### src/adc_lvds_pkg.sv
package adc_lvds_pkg;

	// Eight data lanes, two per channel, plus the frame lane.
	localparam int NUM_LANES = 9;
	localparam int FRAME_LANE = 8; // The frame lane sits above the data lanes.

	localparam int WORD_BITS = 8;
	localparam int SAMPLE_BITS = 2 * WORD_BITS; // Each sample comes from one lane pair.
	localparam int TAP_BITS = 5;

	typedef logic [WORD_BITS-1:0] lane_word_t;
	typedef logic [SAMPLE_BITS-1:0] sample_t;
	typedef logic [TAP_BITS-1:0] tap_t;

	// The converter drives this word on the frame lane at every sample boundary.
	localparam lane_word_t FRAME_PATTERN = 8'hF0;

endpackage

### src/lane_delay.sv
`timescale 1ns/1ps

module lane_delay (
	input  logic                                             dco_clk,
	input  logic                                             rst_n,
	input  logic [adc_lvds_pkg::NUM_LANES-1:0]               lane_in,
	input  adc_lvds_pkg::tap_t [adc_lvds_pkg::NUM_LANES-1:0] value_in,
	input  logic [adc_lvds_pkg::NUM_LANES-1:0]               ld,
	input  logic [adc_lvds_pkg::NUM_LANES-1:0]               ce,
	output adc_lvds_pkg::tap_t [adc_lvds_pkg::NUM_LANES-1:0] value_out,
	output logic [adc_lvds_pkg::NUM_LANES-1:0]               lane_out
);

	localparam int DEPTH = 2 ** $bits(adc_lvds_pkg::tap_t);

	logic [adc_lvds_pkg::NUM_LANES-1:0] ld_meta, ld_sync, ld_prev;
	logic [adc_lvds_pkg::NUM_LANES-1:0] ce_meta, ce_sync, ce_prev;
	logic [adc_lvds_pkg::NUM_LANES-1:0] ld_pulse, ce_pulse;
	adc_lvds_pkg::tap_t [adc_lvds_pkg::NUM_LANES-1:0] tap;
	logic [DEPTH-1:0] hist [adc_lvds_pkg::NUM_LANES];

	// Control levels come from a slow host, so they pass two flops first.
	always_ff @(posedge dco_clk or negedge rst_n) begin
		if (!rst_n) begin
			ld_meta <= '0;
			ld_sync <= '0;
			ld_prev <= '0;
			ce_meta <= '0;
			ce_sync <= '0;
			ce_prev <= '0;
		end else begin
			ld_meta <= ld;
			ld_sync <= ld_meta;
			ld_prev <= ld_sync;
			ce_meta <= ce;
			ce_sync <= ce_meta;
			ce_prev <= ce_sync;
		end
	end

	assign ld_pulse = ld_sync & ~ld_prev;
	assign ce_pulse = ce_sync & ~ce_prev;

	always_ff @(posedge dco_clk or negedge rst_n) begin
		if (!rst_n) begin
			tap <= '0;
		end else begin
			for (int i = 0; i < adc_lvds_pkg::NUM_LANES; i++) begin
				if (ld_pulse[i])
					tap[i] <= value_in[i];
				else if (ce_pulse[i])
					tap[i] <= tap[i] + 1'b1; // Wraps from 31 back to 0.
			end
		end
	end

	always_ff @(posedge dco_clk) begin
		for (int i = 0; i < adc_lvds_pkg::NUM_LANES; i++)
			hist[i] <= {hist[i][DEPTH-2:0], lane_in[i]};
	end

	// Stage 0 already holds last cycle's bit, so tap n gives n + 1 cycles.
	always_comb begin
		for (int i = 0; i < adc_lvds_pkg::NUM_LANES; i++)
			lane_out[i] = hist[i][tap[i]];
	end

	assign value_out = tap;

	a_ld_ce_exclusive: assert property (@(posedge dco_clk) disable iff (!rst_n)
		(ld_pulse & ce_pulse) == '0)
		else $error("lane_delay: load and increment hit the same lane together");

endmodule

### src/lane_deser.sv
`timescale 1ns/1ps

module lane_deser #(
	parameter logic [7:0] FLIP_D     = 8'h00,
	parameter logic       FLIP_FRAME = 1'b0
) (
	input  logic                                                   dco_clk,
	input  logic                                                   rst_n,
	input  logic [adc_lvds_pkg::NUM_LANES-1:0]                     lane_in,
	input  logic                                                   bitslip,
	output logic                                                   word_stb,
	output adc_lvds_pkg::lane_word_t [adc_lvds_pkg::NUM_LANES-1:0] lane_words
);

	localparam int WB = adc_lvds_pkg::WORD_BITS;
	localparam int CNT_BITS = $clog2(WB);
	localparam logic [CNT_BITS-1:0] CNT_LAST = CNT_BITS'(WB - 1);
	localparam logic [adc_lvds_pkg::NUM_LANES-1:0] FLIP = {FLIP_FRAME, FLIP_D};

	logic [adc_lvds_pkg::NUM_LANES-1:0] lane_bit;
	logic [adc_lvds_pkg::NUM_LANES-1:0][WB-2:0] shift;
	logic [CNT_BITS-1:0] bit_cnt;
	logic word_done;

	assign lane_bit = lane_in ^ FLIP; // Undo the swapped pairs on the board.

	// A slip holds the count, so the next word ends one bit later.
	assign word_done = (bit_cnt == CNT_LAST) && !bitslip;

	always_ff @(posedge dco_clk or negedge rst_n) begin
		if (!rst_n) begin
			bit_cnt <= '0;
			word_stb <= 1'b0;
		end else begin
			word_stb <= word_done;
			if (!bitslip)
				bit_cnt <= bit_cnt + 1'b1;
		end
	end

	// The first bit in lands in the top of the word.
	always_ff @(posedge dco_clk) begin
		for (int i = 0; i < adc_lvds_pkg::NUM_LANES; i++) begin
			shift[i] <= {shift[i][WB-3:0], lane_bit[i]};
			if (word_done)
				lane_words[i] <= {shift[i], lane_bit[i]};
		end
	end

	a_stb_single: assert property (@(posedge dco_clk) disable iff (!rst_n)
		word_stb |=> !word_stb)
		else $error("lane_deser: word_stb held for two cycles");

endmodule

### src/frame_align.sv
`timescale 1ns/1ps

module frame_align #(
	parameter int SLIP_SETTLE = 2
) (
	input  logic                     dco_clk,
	input  logic                     rst_n,
	input  logic                     word_stb,
	input  adc_lvds_pkg::lane_word_t frame_word,
	input  logic                     align_restart,
	output logic                     bitslip,
	output logic                     aligned
);

	typedef enum logic [2:0] {
		HUNT,
		SLIP,
		SETTLE,
		CONFIRM,
		LOCKED
	} align_state_t;

	localparam int CNT_BITS = $clog2(SLIP_SETTLE + 2);

	align_state_t state, state_next;
	logic [CNT_BITS-1:0] settle_cnt;
	logic frame_ok;

	assign frame_ok = (frame_word == adc_lvds_pkg::FRAME_PATTERN);

	always_comb begin
		state_next = state;
		case (state)
			HUNT: begin
				if (word_stb)
					state_next = frame_ok ? CONFIRM : SLIP;
			end
			SLIP: begin
				state_next = (SLIP_SETTLE > 0) ? SETTLE : HUNT;
			end
			SETTLE: begin
				// Words seen here may still straddle the old boundary.
				if (word_stb && settle_cnt == CNT_BITS'(1))
					state_next = HUNT;
			end
			CONFIRM: begin
				if (word_stb)
					state_next = frame_ok ? LOCKED : SLIP;
			end
			LOCKED: begin
				state_next = LOCKED; // Frame errors are ignored once locked.
			end
			default: begin
				state_next = HUNT;
			end
		endcase
		if (align_restart)
			state_next = HUNT;
	end

	always_ff @(posedge dco_clk or negedge rst_n) begin
		if (!rst_n)
			state <= HUNT;
		else
			state <= state_next;
	end

	always_ff @(posedge dco_clk or negedge rst_n) begin
		if (!rst_n)
			settle_cnt <= '0;
		else if (state == SLIP)
			settle_cnt <= CNT_BITS'(SLIP_SETTLE);
		else if (state == SETTLE && word_stb)
			settle_cnt <= settle_cnt - 1'b1;
	end

	assign bitslip = (state == SLIP);
	assign aligned = (state == LOCKED);

	a_slip_pulse: assert property (@(posedge dco_clk) disable iff (!rst_n)
		bitslip |=> !bitslip)
		else $error("frame_align: bitslip longer than one cycle");

	// Lock holds off slips until the host asks for a new search.
	a_no_slip_locked: assert property (@(posedge dco_clk) disable iff (!rst_n)
		aligned && !align_restart |=> !bitslip)
		else $error("frame_align: bitslip issued while locked");

endmodule

### src/sample_pack.sv
`timescale 1ns/1ps

module sample_pack (
	input  logic                                 dco_clk,
	input  logic                                 rst_n,
	input  logic                                 word_stb,
	input  logic                                 aligned,
	input  adc_lvds_pkg::lane_word_t [7:0]       data_words,
	output logic                                 sample_valid,
	output adc_lvds_pkg::sample_t                ch_a,
	output adc_lvds_pkg::sample_t                ch_b,
	output adc_lvds_pkg::sample_t                ch_c,
	output adc_lvds_pkg::sample_t                ch_d
);

	// D1 carries the odd sample bits and D0 the even ones.
	function automatic adc_lvds_pkg::sample_t interleave(
		input adc_lvds_pkg::lane_word_t d1,
		input adc_lvds_pkg::lane_word_t d0
	);
		adc_lvds_pkg::sample_t s;
		for (int j = 0; j < adc_lvds_pkg::WORD_BITS; j++) begin
			s[2*j+1] = d1[j];
			s[2*j] = d0[j];
		end
		return s;
	endfunction

	logic take;

	assign take = word_stb && aligned;

	always_ff @(posedge dco_clk or negedge rst_n) begin
		if (!rst_n) begin
			sample_valid <= 1'b0;
			ch_a <= '0;
			ch_b <= '0;
			ch_c <= '0;
			ch_d <= '0;
		end else begin
			sample_valid <= take;
			if (take) begin
				ch_a <= interleave(data_words[7], data_words[6]);
				ch_b <= interleave(data_words[5], data_words[4]);
				ch_c <= interleave(data_words[3], data_words[2]);
				ch_d <= interleave(data_words[1], data_words[0]);
			end
		end
	end

	a_valid_aligned: assert property (@(posedge dco_clk) disable iff (!rst_n)
		sample_valid |-> $past(aligned))
		else $error("sample_pack: sample_valid without alignment");

endmodule

### src/adc_lvds_rx.sv
`timescale 1ns/1ps

module adc_lvds_rx #(
	parameter logic [7:0] FLIP_D      = 8'h00,
	parameter logic       FLIP_FRAME  = 1'b0,
	parameter int         SLIP_SETTLE = 2
) (
	input  logic                                             dco_clk,
	input  logic                                             rst_n,
	input  logic [7:0]                                       d,
	input  logic                                             frame,
	input  adc_lvds_pkg::tap_t [adc_lvds_pkg::NUM_LANES-1:0] delay_value_in,
	input  logic [adc_lvds_pkg::NUM_LANES-1:0]               delay_ld,
	input  logic [adc_lvds_pkg::NUM_LANES-1:0]               delay_ce,
	input  logic                                             align_restart,
	output adc_lvds_pkg::tap_t [adc_lvds_pkg::NUM_LANES-1:0] delay_value_out,
	output logic                                             aligned,
	output logic                                             sample_valid,
	output adc_lvds_pkg::sample_t                            ch_a,
	output adc_lvds_pkg::sample_t                            ch_b,
	output adc_lvds_pkg::sample_t                            ch_c,
	output adc_lvds_pkg::sample_t                            ch_d
);

	logic [adc_lvds_pkg::NUM_LANES-1:0] lanes_raw;
	logic [adc_lvds_pkg::NUM_LANES-1:0] lanes_dly;
	adc_lvds_pkg::lane_word_t [adc_lvds_pkg::NUM_LANES-1:0] lane_words;
	logic word_stb;
	logic bitslip;
	logic restart_q1, restart_q2, restart_pulse;

	assign lanes_raw[adc_lvds_pkg::FRAME_LANE] = frame;
	assign lanes_raw[adc_lvds_pkg::FRAME_LANE-1:0] = d;

	always_ff @(posedge dco_clk or negedge rst_n) begin
		if (!rst_n) begin
			restart_q1 <= 1'b0;
			restart_q2 <= 1'b0;
		end else begin
			restart_q1 <= align_restart;
			restart_q2 <= restart_q1;
		end
	end

	assign restart_pulse = restart_q1 & ~restart_q2; // One search per rising edge.

	lane_delay i_lane_delay (
		.dco_clk   (dco_clk),
		.rst_n     (rst_n),
		.lane_in   (lanes_raw),
		.value_in  (delay_value_in),
		.ld        (delay_ld),
		.ce        (delay_ce),
		.value_out (delay_value_out),
		.lane_out  (lanes_dly)
	);

	lane_deser #(.FLIP_D(FLIP_D), .FLIP_FRAME(FLIP_FRAME)) i_lane_deser (
		.dco_clk    (dco_clk),
		.rst_n      (rst_n),
		.lane_in    (lanes_dly),
		.bitslip    (bitslip),
		.word_stb   (word_stb),
		.lane_words (lane_words)
	);

	frame_align #(.SLIP_SETTLE(SLIP_SETTLE)) i_frame_align (
		.dco_clk       (dco_clk),
		.rst_n         (rst_n),
		.word_stb      (word_stb),
		.frame_word    (lane_words[adc_lvds_pkg::FRAME_LANE]),
		.align_restart (restart_pulse),
		.bitslip       (bitslip),
		.aligned       (aligned)
	);

	sample_pack i_sample_pack (
		.dco_clk      (dco_clk),
		.rst_n        (rst_n),
		.word_stb     (word_stb),
		.aligned      (aligned),
		.data_words   (lane_words[adc_lvds_pkg::FRAME_LANE-1:0]),
		.sample_valid (sample_valid),
		.ch_a         (ch_a),
		.ch_b         (ch_b),
		.ch_c         (ch_c),
		.ch_d         (ch_d)
	);

endmodule

### config.mk
export PLATFORM = sky130hd
export DESIGN_NAME = adc_lvds_rx
export DESIGN_NICKNAME = d
export VERILOG_FILES = /design/src/adc_lvds_pkg.sv /design/src/lane_delay.sv /design/src/lane_deser.sv /design/src/frame_align.sv /design/src/sample_pack.sv /design/src/adc_lvds_rx.sv
export SDC_FILE = /design/constraint.sdc
export NUM_CORES = 1
export LEC_CHECK = 0
export BUFFER_PORTS_ARGS = -buffer_cell sky130_fd_sc_hd__buf_2
export CAP_MARGIN = 20
export CORE_MARGIN = 2
export CORE_UTILIZATION = 50
export CTS_BUF_LIST = sky130_fd_sc_hd__clkbuf_16
export DETAILED_ROUTE_END_ITERATION = 10
export PLACE_DENSITY = 0.72
export SYNTH_ARGS = -nofsm -noshare
export SYNTH_HDL_FRONTEND = slang
export SYNTH_SLANG_ARGS = --single-unit
export TNS_END_PERCENT = 10
### constraint.sdc
create_clock -name dco_clk -period 4.6 [get_ports dco_clk]
set_input_delay 0.46 -clock dco_clk [delete_from_list [all_inputs] [get_ports dco_clk]]
set_output_delay 0.46 -clock dco_clk [all_outputs]
set_load 0.03 [all_outputs]
==> impl_metrics.tcl, run 1 <==
set metrics [dict create \
    synth-edff-count 72 \
    port-buffer-count 185 \
    die_h_um 198 \
    grt_max_degree 107 \
    syn_area_per_cell_um2 14.9 \
    postCtsSetupBuffers 0 \
    fillers 2981 \
    synth_warnings 0 \
    power.static_leakage_nw 9.65 \
    power.density_nw_per_um2 561 \
    arrival_ps 2910 \
    worst-path-buf-inv 1 \
    cp-start-kind "register" \
    first_global_vias 10426 \
    synth_top_area_share_pct 37.2 \
    layout_common_cells "dfxtp_1 (351), buf_2 (184), dfrtp_1 (175)" \
    dieWidth_um 198 \
    max_stage_delay_ps 720 \
    ys.flop_type "dfxtp_1" \
    cp_slowest_cell "and2_4" \
    syn-cell-area_um2 18900 \
    worstMarginPinSlew_ps 990 \
    crit_path_end_kind "register" \
    grt_util_all_layers_pct 16.3 \
    synth_cell_types 43 \
    htreeDepth 2 \
    path_cells "nor3b_4 > and2_4 > buf_4 > mux2_2" \
    worstPathRequired_ps 5050 \
    period_needed_ps 2460 \
    layout-drive-gt1-share_pct 21.8 \
    slew_violations 0 \
    first_pass_iters 4 \
    status "complete, no violations" \
    ys_seq_area_share_pct 71.9 \
    route.detailed.drc 0 \
    gr-total-overflow 0 \
    setup_tns_ps 0 \
    pin_count 186 \
    cts.path.max_buffers 3 \
    wl_mm 31.4 \
    cts_made_buffers 56 \
    gp_congestion 0.833 \
    clkTransAtPathRegs_ps 60 \
    antenna_found_initial 0 \
    cpLargestDelayFamily "simple AND/OR/NAND/NOR gates" \
    finalSetupViolations 0 \
    synth_top_cell_by_area "dfxtp_1" \
    synthArstFlopShare_pct 29.3 \
    final_common_cell "dfxtp_1" \
    rr_worst_depth 4 \
    crit_type "reg2reg" \
    hold_slack_ps 81.5 \
    hold_viol 0 \
    vias_per_cell 4.95 \
    syn_inst 1265 \
    ir_drop_mv 0.338 \
    rows 71 \
    min_path_type "in2reg" \
    cap_viol_max_count 0 \
    path_depth 4 \
    area_growth_pct 17.0 \
    power_mw 12.4 \
    initial_utilization_pct 50.5 \
    maxSlewHeadroom_pct 34.0 \
    rsz0062_at_grt "false" \
    yosys-top-cells-area "dfxtp_1 (37%), dfrtp_1 (23%), edfxtp_1 (11%), mux2i_1 (6.9%), mux2_4 (3.9%)" \
    drtIter0Drc 406 \
    period_share_pct 53.4 \
    critPathMaxFanout 46 \
    insertion_delay_ps 580 \
    grt_pass1_wl_mm 52.0 \
    nets 1581 \
    wl_per_cell_um 15.3 \
    dpl_worst_slack_ps 2100 \
    vias 10145 \
    syn_nets 1352 \
    antenna_cells 0 \
    finClkSkew_ps 11.2 \
    dpl.hpwl_mm 19.8 \
    final_antenna_net_count 0 \
    cts-root-buf "clkbuf_16" \
    worst_slack_ps 2140 \
    min_path_cells 3 \
    tritoncts "built" \
    dieArea_um2 39300 \
    ys_ff_latch 598 \
    cts_sinks 598 \
    max_freq_ghz 0.407 \
    core_area_um2 37400 \
]
[repair_timing]
item,in CTS,in global routing
hold buffers,29,0
gates resized for setup,0,0
hold endpoints to repair,97,0
[layer usage]
| layer | vias to the layer above | wire length, um | track usage [%] |
|---|---|---|---|
| li1 | 4960 | - | - |
| met1 | 4964 | 14500 | 21.5 |
| met2 | 175 | 14800 | 26.5 |
| met3 | 46 | 1420 | 3.70 |
| met4 | 0 | 636 | 6.07 |
| met5 | - | 0 | 0 |
[synth_stat cells, types with 6 or more instances]
| library cell | instances |
|---|---|
| nor2b_1 | 57 |
| o21ai_0 | 49 |
| nand2_1 | 87 |
| mux2_4 | 49 |
| dfrtp_1 | 175 |
| a221oi_1 | 21 |
| clkbuf_1 | 15 |
| buf_4 | 11 |
| xor2_1 | 21 |
| inv_1 | 7 |
| buf_6 | 10 |
| mux2i_1 | 130 |
| dfxtp_1 | 351 |
| ha_1 | 12 |
| a211oi_1 | 18 |
| nor2_1 | 15 |
| a22oi_1 | 15 |
| nand4b_1 | 6 |
| xnor2_1 | 16 |
| a21oi_1 | 10 |
| mux2_2 | 24 |
| nand4_1 | 34 |
| buf_12 | 6 |
| nand3_1 | 9 |
| edfxtp_1 | 72 |
[metrics by stage]
step | instances | utilization, % | cell area (um2)
after floorplan | 1265 | - | 18900
after global placement | 1918 | 53.7 | 20100
after detailed placement | 1918 | 53.7 | 20100
after CTS | 2051 | 59.0 | 22100
after global routing | 2051 | 59.0 | 22100
final | 2051 | 59.0 | 22100
[worst reg2reg max path, delay by kind of cell (launching register included)]
family / cells / cell delay, ps
and+or+nand+nor: 2 / 980
DFF: 1 / 490
buffers and inverters: 1 / 480
muxes: 1 / 390
[power breakdown]
group	switching, mW	internal [mW]
Combinational	0.749	0.620
Clock	1.84	2.36
Sequential	0.605	6.21
[state kept, by name (all words and copies together) (netlist names), 16 cells and up]
name and flops:
i_sample_pack.ch_b 16, i_lane_deser.lane_words 72, i_sample_pack.ch_a 16, i_sample_pack.ch_c 16, i_lane_deser.shift 63, i_sample_pack.ch_d 16
i_lane_delay.hist 288, i_lane_delay.value_out 45
[path summary, 6_finish.rpt]
check / endpoint / startpoint / slack (ps)
worst max-delay path: i_sample_pack.ch_d[15] / i_frame_align.state[1] / 2140
worst min-delay path: i_lane_delay.value_out[5] / delay_value_in[5] / 80
worst max register to register: i_sample_pack.ch_d[15] / i_frame_align.state[1] / 2140
worst min register to register: i_lane_delay.hist[0][111] / i_lane_delay.hist[0][110] / 330
max in group asynchronous: i_sample_pack.ch_d[13] / rst_n / 3140
min in group asynchronous: i_lane_delay.value_out[13] / rst_n / 440
[area by class of cell]
| class | instances | area, um2 | share of cell area (%) |
|---|---|---|---|
| Multi-Input combinational cell | 614 | 4900 | 22.2 |
| Timing Repair Buffer | 217 | 1260 | 5.71 |
| Inverter | 7 | 26.3 | 0.119 |
| Tap cell | 511 | 639 | 2.90 |
| Sequential cell | 598 | 13600 | 61.4 |
| Clock inverter | 45 | 216 | 0.980 |
| Clock buffer | 59 | 1480 | 6.69 |
[cells by family after synthesis]
group / share of synthesized area, %
XOR/XNOR: 1.72
AO/OA/AOI/OAI: 5.02
AND/OR/NAND/NOR: 6.14
flip-flops: 71.9
adder cells (fa/ha/maj): 0.795
multiplexers: 12.2
buffers and inverters: 2.21
Note: power is estimated with default switching activity, not from simulation.
==> run 2: changes to the inputs <==
ABC_AREA = 1   (was not set)
clock period = 2 ns   (was 4.6 ns; I/O delays follow)
==> run 2 against run 1 <==
Area after synthesis is 3.5% higher. Hold slack improved by 65 ps. Die area up 3.4%.
==> impl_metrics.tcl, run 2 <==
set metrics [dict create \
    first_global_vias 13283 \
    period_needed_ps 1860 \
    final_antenna_net_count 0 \
    largest_reg_flops 288 \
    htreeDepth 2 \
    final_area_um2 23700 \
    grt_pass1_wl_mm 63.5 \
    maxSlewHeadroom_pct 53.1 \
    ys_top_cells_by_count "nand2_1 (636), dfxtp_1 (351), inv_1 (190), dfrtp_1 (175), nand3_1 (152)" \
    comb_power_share_pct 15.5 \
    postCtsSetupBuffers 0 \
    p_clk_share_pct 35.3 \
    crit_type "reg2out" \
    insertion_delay_ps 600 \
    route.detailed.drc 0 \
    worstPathRequired_ps 1800 \
    path_cells "nor2_2 > nand2_1 > inv_1 > buf_2" \
    power_frac_seq_pct 49.2 \
    grt_util_all_layers_pct 18.8 \
    grt_busiest_layer "met2" \
    dieArea_um2 40700 \
    power.switching_mw 8.69 \
    tritoncts "built" \
    slew_violations 0 \
    drtIter0Drc 727 \
    critPathMaxFanout 5 \
    layout-drive-gt1-share_pct 14.0 \
    synth_most_common_cell "nand2_1" \
    synthArstFlopShare_pct 29.3 \
    synth_top_cell_by_area "dfxtp_1" \
    crit_path_end_kind "output pin" \
    cap_viol_max_count 0 \
    clkTransAtPathRegs_ps 60 \
    period_share_pct 93.0 \
    syn_nets 2057 \
    cts_sinks 598 \
    dp.cells 2647 \
    max_freq_ghz 0.538 \
    ys.flop_type "dfxtp_1" \
    ys_seq_area_share_pct 69.5 \
    worst_r2r_startpoint "i_lane_delay.value_out[1]" \
    regMostFlops "i_lane_delay.hist" \
    final_cell_count_no_fill 2831 \
    setup_tns_ps 0 \
    cts-root-buf "clkbuf_16" \
    rr_worst_depth 9 \
    yosys-top-cells-area "dfxtp_1 (36%), dfrtp_1 (22%), nand2_1 (12%), edfxtp_1 (11%), nand3_1 (3.9%)" \
    vias_per_cell 4.79 \
    reg2reg_to "i_lane_deser.lane_words[0]" \
    min_path_type "in2async" \
    syn_area_per_cell_um2 9.91 \
    rows 72 \
    ys_ff_latch 598 \
    worstMarginPinSlew_ps 704 \
    port-buffer-count 185 \
    layout_common_cells "nand2_1 (635), dfxtp_1 (351), inv_1 (195)" \
    synth_warnings 0 \
    hold_viol 0 \
    wl_per_cell_um 13.3 \
    startpoint "i_frame_align.state[1]" \
    cts.path.max_buffers 3 \
    met2_usage_pct 30.5 \
    dpl_cell_area_um2 21000 \
    internal-power_mw 22.1 \
    synth_top_area_share_pct 36.0 \
    ir_drop_mv 0.871 \
    grt_util_met1_pct 24.9 \
    synth-edff-count 72 \
    power.static_leakage_nw 11.6 \
    gr-total-overflow 0 \
    met3_usage_pct 3.71 \
    final_common_cell "nand2_1" \
    arrival_ps 1660 \
    finClkSkew_ps 18.7 \
    gp_congestion 0.859 \
    die_h_um 202 \
    initial_utilization_pct 50.6 \
    nets 2350 \
    power.density_nw_per_um2 1300 \
    cp-start-kind "register" \
    dpl.hpwl_mm 23.1 \
    rsz0062_at_grt "false" \
    core_area_um2 38600 \
    vias 13551 \
    power_mw 30.8 \
    dieWidth_um 202 \
    max_stage_delay_ps 430 \
    cts_made_buffers 58 \
    pin_count 186 \
    status "complete, no violations" \
    grt_max_degree 74 \
    synth_cell_types 28 \
    cp_slowest_cell "dfrtp_1" \
    reg2reg_slack_ps 270 \
    area_growth_pct 21.5 \
    switching_share_pct 28.2 \
    first_pass_iters 5 \
    antenna_found_initial 1 \
    syn_inst 1970 \
    syn-cell-area_um2 19500 \
    wl_mm 37.6 \
    fillers 3152 \
    largestRegisters "i_lane_delay.hist (288), i_lane_deser.lane_words (72), i_lane_deser.shift (63)" \
    finalSetupViolations 0 \
]
## run 2: cell count changes in the layout (fill, tap and decap cells not counted), moves of 32 or more
cell / before / now
o21ai_0: 49 / 87
inv_1: 27 / 195
nand4_1: 34 / 2
nor2b_1: 56 / 0
mux2_4: 49 / 0
nand3_1: 9 / 152
nor2_1: 15 / 128
dlygate4sd3_1: 29 / 74
nand2_1: 87 / 635
mux2i_1: 130 / 0
## run 2: cell type report
cell class | count | area (um2) | share of cell area, %
Sequential cell | 598 | 13600 | 57.2
Multi-Input combinational cell | 1125 | 4900 | 20.6
Timing Repair Buffer | 284 | 1910 | 8.07
Clock buffer | 64 | 1600 | 6.75
Inverter | 196 | 739 | 3.12
Tap cell | 518 | 648 | 2.73
Clock inverter | 45 | 350 | 1.48
Antenna cell | 1 | 2.50 | 0.0105
## run 2: how the worst max path moves through the flow
stage	to	slack [ps]	depth (start not counted)
after CTS	aligned	130	4
after floorplan	i_lane_deser.lane_words[0]	-340	7
after detailed placement	i_lane_deser.lane_words[0]	290	9
after global routing	i_lane_deser.lane_words[0]	60	9
after global placement	i_lane_deser.lane_words[0]	320	9
final	aligned	140	4
## run 2: power groups by stage
stage | logic (mW) | clock network [mW] | registers [mW]
3_3_place_gp | 4.57 | 0 | 15.4
3_5_place_dp | 4.64 | 0 | 15.4
5_1_grt | 5.43 | 11.6 | 15.4
4_1_cts | 4.80 | 11.1 | 15.2
2_1_floorplan | 3.02 | 0 | 15.5
6_report | 4.78 | 10.9 | 15.2
## run 2: worst max-delay path: cells and delay by family, from the launching register on
family	cells	cell delay, ps
flops	1	430
buf+inv	2	360
simple gates	2	290
## run 2: routing by layer
layer	share of wire [%]	wire length, um
met1	46	17100
met2	47	17500
met3	5.3	1990
met4	2.6	961
met5	0	0
## run 2: repair_timing
action | in CTS | in global routing
hold buffers | 74 | 0
endpoints found under the setup margin | 0 | 0
endpoints found under the hold margin | 181 | 0
gates resized for setup | 0 | 0
## run 2: per-stage QoR
stage	setup WS (ps)	utilization [%]	hold WS, ps
after global routing	61.8	61.5	155
after global placement	317	54.5	213
final	141	61.5	146
after detailed placement	291	54.5	219
after CTS	132	61.5	123
after floorplan	-337	-	-95.6
## run 2: logic make-up (layout without fill, tap and decap cells)
group | after synthesis | count (layout) | synth area share [%]
AO/OA/AOI/OAI | 158 | 158 | 4.38
XOR/XNOR | 9 | 9 | 0.404
other | 0 | 1 | 0
AND/OR/NAND/NOR | 946 | 946 | 19.5
buffers and inverters | 247 | 589 | 5.46
flip-flops | 598 | 598 | 69.5
adder cells (fa/ha/maj) | 12 | 12 | 0.769
